==> src/rtl/mipsPkg.sv <==
package mipsPkg;

	localparam int regCount = 32;
	localparam int linkReg = 31;	// $ra for JAL and the link branches

	// primary opcode, instr[31:26]
	typedef enum logic [5:0] {
		opRType  = 6'b000000,
		opRegimm = 6'b000001,
		opJ      = 6'b000010,
		opJal    = 6'b000011,
		opBeq    = 6'b000100,
		opBne    = 6'b000101,
		opBlez   = 6'b000110,
		opBgtz   = 6'b000111,
		opAddi   = 6'b001000,
		opAddiu  = 6'b001001,
		opSlti   = 6'b001010,
		opSltiu  = 6'b001011,
		opAndi   = 6'b001100,
		opOri    = 6'b001101,
		opXori   = 6'b001110,
		opLui    = 6'b001111,
		opCop0   = 6'b010000,
		opLb     = 6'b100000,
		opLh     = 6'b100001,
		opLw     = 6'b100011,
		opLbu    = 6'b100100,
		opLhu    = 6'b100101,
		opSb     = 6'b101000,
		opSh     = 6'b101001,
		opSw     = 6'b101011
	} opcodeE;

	// R-type funct, instr[5:0]
	typedef enum logic [5:0] {
		fnSll     = 6'b000000,
		fnSrl     = 6'b000010,
		fnSra     = 6'b000011,
		fnSllv    = 6'b000100,
		fnSrlv    = 6'b000110,
		fnSrav    = 6'b000111,
		fnJr      = 6'b001000,
		fnJalr    = 6'b001001,
		fnSyscall = 6'b001100,
		fnBreak   = 6'b001101,
		fnMfhi    = 6'b010000,
		fnMthi    = 6'b010001,
		fnMflo    = 6'b010010,
		fnMtlo    = 6'b010011,
		fnMult    = 6'b011000,
		fnMultu   = 6'b011001,
		fnDiv     = 6'b011010,
		fnDivu    = 6'b011011,
		fnAdd     = 6'b100000,
		fnAddu    = 6'b100001,
		fnSub     = 6'b100010,
		fnSubu    = 6'b100011,
		fnAnd     = 6'b100100,
		fnOr      = 6'b100101,
		fnXor     = 6'b100110,
		fnNor     = 6'b100111,
		fnSlt     = 6'b101010,
		fnSltu    = 6'b101011
	} functE;

	// COP0 group, selected by rs
	localparam logic [4:0] rsMfc0 = 5'b00000;
	localparam logic [4:0] rsMtc0 = 5'b00100;
	localparam logic [4:0] rsEret = 5'b10000;	// CO bit set
	localparam logic [31:0] eretWord = 32'h4200_0018;

	// REGIMM group, selected by rt
	localparam logic [4:0] rtBltz   = 5'b00000;
	localparam logic [4:0] rtBgez   = 5'b00001;
	localparam logic [4:0] rtBltzal = 5'b10000;
	localparam logic [4:0] rtBgezal = 5'b10001;

	typedef enum logic [3:0] {
		clsRType, clsAddi, clsAddiu, clsSlti, clsSltiu, clsAndi, clsOri,
		clsXori, clsLui, clsMem, clsMtc0, clsMfc0, clsNone
	} aluClassE;

	typedef enum logic [4:0] {
		aluAdd, aluAddu, aluSub, aluSubu, aluAnd, aluOr, aluXor, aluNor,
		aluSlt, aluSltu, aluSll, aluSrl, aluSra, aluLui, aluPassB, aluNone
	} aluCtrlE;

	typedef enum logic [1:0] {
		dstRd = 2'b00,
		dstRt = 2'b01,
		dstRa = 2'b10
	} regDstE;

	typedef struct packed {
		logic     regWrite;
		regDstE   regDst;
		logic     isImm;		// alu operand B from imm
		logic     signExt;
		logic     memRead;
		logic     memWrite;
		logic     memToReg;
		logic     hiloWen;
		logic     hiloToReg;
		logic     cp0Wen;
		logic     cp0ToReg;
		logic     ri;
		logic     brk;
		logic     syscall;
		logic     eret;
		aluClassE aluClass;
	} ctrlT;

	typedef struct packed {
		logic [31:0] pc;
		logic [31:0] instr;
	} fetchT;

	typedef struct packed {
		logic [31:0] pc;
		ctrlT        ctrl;
		aluCtrlE     aluCtrl;
		logic [31:0] rsData;
		logic [31:0] rtData;
		logic [31:0] imm;
		logic [4:0]  shamt;
		logic [4:0]  rs;
		logic [4:0]  rt;
		logic [4:0]  destReg;
	} execT;

endpackage
==> src/rtl/decodeStage.sv <==
`timescale 1ns/1ps

module decodeStage (
	input  logic          clk,
	input  logic          arstN,
	input  logic          inValid,
	input  logic [31:0]   inPc,
	input  logic [31:0]   inInstr,
	input  logic          wbWen,
	input  logic [4:0]    wbAddr,
	input  logic [31:0]   wbData,
	output logic          exValid,
	output mipsPkg::execT exOut
);

	mipsPkg::fetchT   fetchIn;
	mipsPkg::fetchT   fetchOut;
	logic             idValid;
	mipsPkg::ctrlT    ctrl;
	mipsPkg::aluCtrlE aluCtrl;
	logic [31:0]      rsData;
	logic [31:0]      rtData;
	logic [4:0]       rs;
	logic [4:0]       rt;
	logic [4:0]       rd;
	logic [31:0]      imm;
	logic [4:0]       destReg;
	mipsPkg::execT    execIn;

	assign fetchIn = '{pc: inPc, instr: inInstr};

	pipeReg #(.T(mipsPkg::fetchT)) ifId (
		.clk(clk), .arstN(arstN),
		.inValid(inValid), .inData(fetchIn),
		.outValid(idValid), .outData(fetchOut)
	);

	assign rs = fetchOut.instr[25:21];
	assign rt = fetchOut.instr[20:16];
	assign rd = fetchOut.instr[15:11];

	mainDecoder mainDec (.instr(fetchOut.instr), .ctrl(ctrl));

	aluDecoder aluDec (
		.aluClass(ctrl.aluClass),
		.funct(mipsPkg::functE'(fetchOut.instr[5:0])),
		.aluCtrl(aluCtrl)
	);

	regFile regs (
		.clk(clk), .arstN(arstN),
		.wen(wbWen), .waddr(wbAddr), .wdata(wbData),
		.raddrA(rs), .rdataA(rsData),
		.raddrB(rt), .rdataB(rtData)
	);

	// lui keeps the raw immediate, shifted up in execute
	assign imm = ctrl.signExt ? {{16{fetchOut.instr[15]}}, fetchOut.instr[15:0]}
		: {16'b0, fetchOut.instr[15:0]};

	always_comb begin
		case (ctrl.regDst)
			mipsPkg::dstRt: destReg = rt;
			mipsPkg::dstRa: destReg = 5'(mipsPkg::linkReg);
			default:        destReg = rd;
		endcase
	end

	always_comb begin
		execIn.pc      = fetchOut.pc;
		execIn.ctrl    = ctrl;
		execIn.aluCtrl = aluCtrl;
		execIn.rsData  = rsData;
		execIn.rtData  = rtData;
		execIn.imm     = imm;
		execIn.shamt   = fetchOut.instr[10:6];
		execIn.rs      = rs;
		execIn.rt      = rt;
		execIn.destReg = destReg;
	end

	pipeReg #(.T(mipsPkg::execT)) idEx (
		.clk(clk), .arstN(arstN),
		.inValid(idValid), .inData(execIn),
		.outValid(exValid), .outData(exOut)
	);

endmodule

==> src/rtl/pipeReg.sv <==
`timescale 1ns/1ps

module pipeReg #(
	parameter type T = logic
) (
	input  logic clk,
	input  logic arstN,
	input  logic inValid,
	input  T     inData,
	output logic outValid,
	output T     outData
);

	always_ff @(posedge clk or negedge arstN) begin
		if (!arstN) begin
			outValid <= 1'b0;
		end else begin
			outValid <= inValid;
		end
	end

	// payload follows every edge, qualified downstream by outValid
	always_ff @(posedge clk) begin
		outData <= inData;
	end

	validKnown: assert property (@(posedge clk) disable iff (!arstN)
		!$isunknown(outValid));

endmodule

==> src/rtl/regFile.sv <==
`timescale 1ns/1ps

module regFile (
	input  logic        clk,
	input  logic        arstN,
	input  logic        wen,
	input  logic [4:0]  waddr,
	input  logic [31:0] wdata,
	input  logic [4:0]  raddrA,
	output logic [31:0] rdataA,
	input  logic [4:0]  raddrB,
	output logic [31:0] rdataB
);

	logic [31:0] regs [mipsPkg::regCount];
	logic        bypassA;
	logic        bypassB;

	always_ff @(posedge clk or negedge arstN) begin
		if (!arstN) begin
			for (int i = 0; i < mipsPkg::regCount; i++)
				regs[i] <= '0;
		end else if (wen && waddr != 5'd0) begin	// $zero never written
			regs[waddr] <= wdata;
		end
	end

	// a write landing at the next edge is already visible to the readers
	assign bypassA = wen && waddr != 5'd0 && waddr == raddrA;
	assign bypassB = wen && waddr != 5'd0 && waddr == raddrB;

	assign rdataA = bypassA ? wdata : regs[raddrA];
	assign rdataB = bypassB ? wdata : regs[raddrB];

	zeroReadA: assert property (@(posedge clk) disable iff (!arstN)
		raddrA == 5'd0 |-> rdataA == '0);
	zeroReadB: assert property (@(posedge clk) disable iff (!arstN)
		raddrB == 5'd0 |-> rdataB == '0);

endmodule

==> src/rtl/aluDecoder.sv <==
`timescale 1ns/1ps

module aluDecoder (
	input  mipsPkg::aluClassE aluClass,
	input  mipsPkg::functE    funct,
	output mipsPkg::aluCtrlE  aluCtrl
);

	mipsPkg::aluCtrlE rTypeCtrl;

	// variable shifts share the fixed shift codes
	// execute tells them apart by imm[2], which carries funct bit 2
	always_comb begin
		case (funct)
			mipsPkg::fnAdd:  rTypeCtrl = mipsPkg::aluAdd;
			mipsPkg::fnAddu: rTypeCtrl = mipsPkg::aluAddu;
			mipsPkg::fnSub:  rTypeCtrl = mipsPkg::aluSub;
			mipsPkg::fnSubu: rTypeCtrl = mipsPkg::aluSubu;
			mipsPkg::fnAnd:  rTypeCtrl = mipsPkg::aluAnd;
			mipsPkg::fnOr:   rTypeCtrl = mipsPkg::aluOr;
			mipsPkg::fnXor:  rTypeCtrl = mipsPkg::aluXor;
			mipsPkg::fnNor:  rTypeCtrl = mipsPkg::aluNor;
			mipsPkg::fnSlt:  rTypeCtrl = mipsPkg::aluSlt;
			mipsPkg::fnSltu: rTypeCtrl = mipsPkg::aluSltu;
			mipsPkg::fnSll, mipsPkg::fnSllv:
				rTypeCtrl = mipsPkg::aluSll;
			mipsPkg::fnSrl, mipsPkg::fnSrlv:
				rTypeCtrl = mipsPkg::aluSrl;
			mipsPkg::fnSra, mipsPkg::fnSrav:
				rTypeCtrl = mipsPkg::aluSra;
			mipsPkg::fnMfhi, mipsPkg::fnMflo:
				rTypeCtrl = mipsPkg::aluPassB;	// hilo value muxed in later
			default:
				rTypeCtrl = mipsPkg::aluNone;	// jr, mult/div, hilo writes
		endcase
	end

	always_comb begin
		case (aluClass)
			mipsPkg::clsRType: aluCtrl = rTypeCtrl;
			mipsPkg::clsAddi:  aluCtrl = mipsPkg::aluAdd;
			mipsPkg::clsAddiu: aluCtrl = mipsPkg::aluAddu;
			mipsPkg::clsSlti:  aluCtrl = mipsPkg::aluSlt;
			mipsPkg::clsSltiu: aluCtrl = mipsPkg::aluSltu;
			mipsPkg::clsAndi:  aluCtrl = mipsPkg::aluAnd;
			mipsPkg::clsOri:   aluCtrl = mipsPkg::aluOr;
			mipsPkg::clsXori:  aluCtrl = mipsPkg::aluXor;
			mipsPkg::clsLui:   aluCtrl = mipsPkg::aluLui;
			mipsPkg::clsMem:   aluCtrl = mipsPkg::aluAdd;	// base + offset
			// cp0 moves carry rt straight through
			mipsPkg::clsMtc0, mipsPkg::clsMfc0:
				aluCtrl = mipsPkg::aluPassB;
			default:
				aluCtrl = mipsPkg::aluNone;
		endcase
	end

endmodule

==> src/rtl/mainDecoder.sv <==
`timescale 1ns/1ps

module mainDecoder (
	input  logic [31:0]     instr,
	output mipsPkg::ctrlT   ctrl
);

	mipsPkg::opcodeE op;
	mipsPkg::functE  funct;
	logic [4:0]      rs;
	logic [4:0]      rt;
	logic            isEret;

	assign op     = mipsPkg::opcodeE'(instr[31:26]);
	assign funct  = mipsPkg::functE'(instr[5:0]);
	assign rs     = instr[25:21];
	assign rt     = instr[20:16];
	assign isEret = (instr == mipsPkg::eretWord);	// whole word must match

	always_comb begin
		ctrl          = '0;
		ctrl.regDst   = mipsPkg::dstRd;
		ctrl.aluClass = mipsPkg::clsNone;
		// zero extension only for the logical immediates
		ctrl.signExt  = !(op inside {mipsPkg::opAndi, mipsPkg::opOri, mipsPkg::opXori});

		case (op)
			mipsPkg::opRType: begin
				case (funct)
					mipsPkg::fnAdd, mipsPkg::fnAddu, mipsPkg::fnSub, mipsPkg::fnSubu,
					mipsPkg::fnAnd, mipsPkg::fnOr, mipsPkg::fnXor, mipsPkg::fnNor,
					mipsPkg::fnSlt, mipsPkg::fnSltu, mipsPkg::fnSll, mipsPkg::fnSrl,
					mipsPkg::fnSra, mipsPkg::fnSllv, mipsPkg::fnSrlv, mipsPkg::fnSrav: begin
						ctrl.regWrite = 1'b1;
						ctrl.aluClass = mipsPkg::clsRType;
					end
					mipsPkg::fnMfhi, mipsPkg::fnMflo: begin
						ctrl.regWrite  = 1'b1;
						ctrl.hiloToReg = 1'b1;
						ctrl.aluClass  = mipsPkg::clsRType;
					end
					mipsPkg::fnMthi, mipsPkg::fnMtlo, mipsPkg::fnMult, mipsPkg::fnMultu,
					mipsPkg::fnDiv, mipsPkg::fnDivu: begin
						ctrl.hiloWen  = 1'b1;	// mul/div unit owns the result
						ctrl.aluClass = mipsPkg::clsRType;
					end
					mipsPkg::fnJr:
						ctrl.aluClass = mipsPkg::clsRType;
					mipsPkg::fnJalr: begin
						ctrl.regWrite = 1'b1;	// link goes to rd
						ctrl.aluClass = mipsPkg::clsRType;
					end
					mipsPkg::fnSyscall:
						ctrl.syscall = 1'b1;
					mipsPkg::fnBreak:
						ctrl.brk = 1'b1;
					default:
						ctrl.ri = 1'b1;
				endcase
			end

			mipsPkg::opAddi, mipsPkg::opAddiu, mipsPkg::opSlti, mipsPkg::opSltiu,
			mipsPkg::opAndi, mipsPkg::opOri, mipsPkg::opXori, mipsPkg::opLui: begin
				ctrl.regWrite = 1'b1;
				ctrl.regDst   = mipsPkg::dstRt;
				ctrl.isImm    = 1'b1;
				case (op)
					mipsPkg::opAddi:  ctrl.aluClass = mipsPkg::clsAddi;
					mipsPkg::opAddiu: ctrl.aluClass = mipsPkg::clsAddiu;
					mipsPkg::opSlti:  ctrl.aluClass = mipsPkg::clsSlti;
					mipsPkg::opSltiu: ctrl.aluClass = mipsPkg::clsSltiu;
					mipsPkg::opAndi:  ctrl.aluClass = mipsPkg::clsAndi;
					mipsPkg::opOri:   ctrl.aluClass = mipsPkg::clsOri;
					mipsPkg::opXori:  ctrl.aluClass = mipsPkg::clsXori;
					default:          ctrl.aluClass = mipsPkg::clsLui;
				endcase
			end

			mipsPkg::opLb, mipsPkg::opLh, mipsPkg::opLw, mipsPkg::opLbu,
			mipsPkg::opLhu: begin
				ctrl.regWrite = 1'b1;
				ctrl.regDst   = mipsPkg::dstRt;
				ctrl.isImm    = 1'b1;
				ctrl.memRead  = 1'b1;
				ctrl.memToReg = 1'b1;
				ctrl.aluClass = mipsPkg::clsMem;
			end

			mipsPkg::opSb, mipsPkg::opSh, mipsPkg::opSw: begin
				ctrl.isImm    = 1'b1;
				ctrl.memWrite = 1'b1;
				ctrl.aluClass = mipsPkg::clsMem;
			end

			// compare happens in execute, nothing to write
			mipsPkg::opBeq, mipsPkg::opBne, mipsPkg::opBlez, mipsPkg::opBgtz,
			mipsPkg::opJ: ;

			mipsPkg::opRegimm: begin
				case (rt)
					mipsPkg::rtBltz, mipsPkg::rtBgez: ;
					mipsPkg::rtBltzal, mipsPkg::rtBgezal: begin
						ctrl.regWrite = 1'b1;
						ctrl.regDst   = mipsPkg::dstRa;
					end
					default:
						ctrl.ri = 1'b1;
				endcase
			end

			mipsPkg::opJal: begin
				ctrl.regWrite = 1'b1;
				ctrl.regDst   = mipsPkg::dstRa;
			end

			mipsPkg::opCop0: begin
				case (rs)
					mipsPkg::rsMtc0: begin
						ctrl.cp0Wen   = 1'b1;	// gpr rt into cp0 rd
						ctrl.aluClass = mipsPkg::clsMtc0;
					end
					mipsPkg::rsMfc0: begin
						ctrl.regWrite = 1'b1;
						ctrl.regDst   = mipsPkg::dstRt;
						ctrl.cp0ToReg = 1'b1;
						ctrl.aluClass = mipsPkg::clsMfc0;
					end
					mipsPkg::rsEret: begin
						ctrl.eret = isEret;
						ctrl.ri   = !isEret;
					end
					default:
						ctrl.ri = 1'b1;
				endcase
			end

			default:
				ctrl.ri = 1'b1;
		endcase
	end

endmodule

==> config.mk <==
export PLATFORM = sky130hd
export DESIGN_NAME = decodeStage
export DESIGN_NICKNAME = d
export VERILOG_FILES = /design/src/rtl/mipsPkg.sv /design/src/rtl/decodeStage.sv /design/src/rtl/pipeReg.sv /design/src/rtl/regFile.sv /design/src/rtl/aluDecoder.sv /design/src/rtl/mainDecoder.sv
export SDC_FILE = /design/constraint.sdc
export NUM_CORES = 2
export LEC_CHECK = 0
export BUFFER_PORTS_ARGS = -buffer_cell sky130_fd_sc_hd__buf_4
export CORE_AREA = 10 10 588 359
export DETAILED_ROUTE_END_ITERATION = 7
export DIE_AREA = 0 0 598 369
export GPL_TIMING_DRIVEN = 0
export HOLD_SLACK_MARGIN = 0.06
export PLACE_DENSITY = 0.56
export SYNTH_ARGS = -nofsm -noshare
export SYNTH_HDL_FRONTEND = slang
export SYNTH_SLANG_ARGS = --single-unit
==> constraint.sdc <==
create_clock -name clk -period 5.3 [get_ports clk]
set_input_delay 0.265 -clock clk [delete_from_list [all_inputs] [get_ports clk]]
set_output_delay 0.265 -clock clk [all_outputs]
set_load 0.01 [all_outputs]
==> reports/qor.txt <==
Max FO, Critical Path: 11
Core outline area: 200000 um^2
Post-route ant nets: 0
Initial antenna violation count: 29
Multi-input logic area: 27300 um^2
Worst hold path class: in2reg
First-pass GRT wire length: 364000 um
Clock Sinks: 1245
Synth Instances: 4061
Die H: 369 um
Final period util: 79.6%
Clock-pin slew on the worst setup and hold paths: 0.06 ns
R2r startpoint: ifId.outData[21]$_DFF_P_
Most common library cell in the layout ignoring fill and taps: mux2_2
Dpl ws: 0.860 ns
DR iter-0 viols: 6636
Worst skew pair latency: 0.81 ns
Crit path from: ifId.outData[21]$_DFF_P_
Setup Buffers After CTS: 0
H-tree depth: 4
Ys flop type: dfrtp_1
Worst Path Required: 5.92 ns
Worst setup path class: reg2reg
Hold WS: 0.0917 ns
Vias in the first global route: 42900
Endpoint class of the critical path: flip-flop
Register Area: 30100 um^2
Number of max-cap violations: 11
Relative slew slack: -9.74%
Placed insts: 6988
Largest net degree at the start of global routing: 165
Total gr overflow: 0
Detailed Routing Iterations Pass 1: 8
# IOs: 279
Clk root buf: clkbuf_16
Drt wl/cell: 36.6 um
Yosys warning count: 0
Final HPWL DP: 190000 um
Post-layout nets: 4694
Resized cells post-CTS: 0
Critical Path Source Type: flip-flop
Tmin final: 4.22 ns
Initial Utilization: 30.0%
Commonest cells after routing, fill and taps aside: mux2_2 (1052), dfrtp_1 (1026), mux4_2 (416), buf_4 (311), dfxtp_1 (219)
Syn Area/Cell: 14.7 um^2
Port Buf Inserts: 275
Hold Startpoint: inPc[4]
P per Cell Area: 392 nW/um^2
Total wire length: 268000 um
Seq/Total Area, Yosys: 50.3%
Final setup viols: 0
CTS buffer count: 139
Non-filler instance count after layout: 7332
RSZ-0062 raised after global routing: no
Status: complete, but fails checks
Worst Tran Pin Value: 1.65 ns
Via/cell ratio: 6.00
PnR worst setup slack: 1.08 ns
Failing checks: design-rule violations, max-capacitance violations, max-slew violations
Layout cells sized above 1: 47.5%
Unique masters post-synth: 65
TritonCTS clock tree: yes
Yosys reg bits: 1245
Max VDD drop: 0.216 mV
CP arrival: 4.84 ns
DRC: 2
Total Die Area: 221000 um^2
FP Rows: 127
Gpl congestion: 0.994
Post-Syn Area: 59800 um^2
Gr usage total: 23.4%
Post-Syn Nets: 4170
EDFF count, synth: 0
Fill cells: 19300
Die width: 598 um
Fmax: 237 MHz
Pleak: 30.5 nW
Layout Skew: 0.0486 ns
Vias: 44000
Final Hold Viols: 0
Hold buffers post-CTS: 99
Area grow syn2layout: 18.7%
Async SR Flop Fraction: 82.4%
Final Max Tran Viols: 76
Clock buffer depth: 4
cell type report:
type                            instances  share of cell area, %
Tap cell                             2644                   4.66
Buffer                                461                   3.35
Inverter                                7                 0.0370
Multi-Input combinational cell       2348                   38.5
Clock inverter                         34                  0.564
Sequential cell                      1245                   42.3
Antenna cell                            6                 0.0211
Timing Repair Buffer                  383                   4.63
Clock buffer                          204                   5.89
per-stage QoR:
step	setup TNS [ns]	total power [mW]	cell area (um^2)	utilization, %
floorplan	0	15.5	59800	-
global placement	-8799.59	17.4	65200	32.7
detailed placement	0	17.6	65400	32.8
CTS	0	27.8	71000	35.6
global route	0	28.7	71000	35.6
finish	0	27.8	71000	35.6
cells in the mapped netlist, types with 32 or more instances:
library cell,count,area share [%]
a22oi_1,64,0.80
buf_1,50,0.31
buf_2,168,1.4
buf_4,37,0.46
buf_6,34,0.64
clkbuf_1,169,1.1
dfrtp_1,1026,43
dfxtp_1,219,7.3
mux2_2,1052,20
mux2i_1,128,2.1
mux4_2,416,16
nand2_1,86,0.54
nor2_1,32,0.20
nor3_1,39,0.33
o211ai_1,64,0.80
o21ai_1,32,0.27
o22ai_1,195,2.0
or4_1,34,0.43
routing by layer:
| layer | track usage (%) | up-vias | share of wire (%) |
|---|---|---|---|
| li1 | - | 16700 | - |
| met1 | 32.1 | 23500 | 42 |
| met2 | 30.4 | 3245 | 38 |
| met3 | 13.2 | 629 | 16 |
| met4 | 8.01 | 18 | 4.1 |
| met5 | 0.784 | - | 0.12 |
flip-flops by register name, indices dropped and copies added (netlist names):
register and count:
idEx.outData 151, ifId.outValid 1, ifId.outData 64, regs.regs 1024
aluDec.rTypeCtrl 4, idEx.outValid 1
cells by family (layout without fill, tap and decap cells):
| family | Yosys count | in the layout | share of synthesized area, % |
|---|---|---|---|
| compound gates | 461 | 461 | 5.29 |
| other cells | 1 | 7 | 0.00627 |
| flops | 1245 | 1245 | 50.3 |
| buf+inv | 468 | 1089 | 4.01 |
| simple gates | 272 | 272 | 2.51 |
| fa+ha+maj | 4 | 4 | 0.0837 |
| xor+xnor | 11 | 11 | 0.161 |
| mux | 1599 | 1599 | 37.7 |
where the power goes:
group | total, mW | internal, mW | leakage (nW) | switching [mW]
sequential | 12.4 | 11.1 | 15.0 | 1.26
clock | 10.2 | 5.87 | 2.26 | 4.30
combinational | 5.31 | 2.89 | 13.2 | 2.41
total | 27.8 | 19.9 | 30.5 | 7.98
critical path, cell delays in order, from the launching register on:
cell and delay [ns]:
dfxtp_1 0.40, buf_4 0.30, buf_4 0.34, nand2_1 0.50
buf_1 0.94, o22ai_1 0.53, or4_1 0.54, o21ai_1 0.45
final timing paths:
path / to / slack (ns) / cells after the start
max: idEx.outData[89]$_DFF_P_ / 1.08 / 7
min: ifId.outData[36]$_DFF_P_ / 0.09 / 2
max reg2reg: idEx.outData[89]$_DFF_P_ / 1.08 / 7
min reg2reg: idEx.outData[160]$_DFF_P_ / 0.32 / 0
max in group asynchronous: regs.regs[434]$_DFFE_PN0P_ / 1.26 / 7
min in group asynchronous: regs.regs[711]$_DFFE_PN0P_ / 0.11 / 2
No activity file was read; power rests on OpenSTA's default activity.
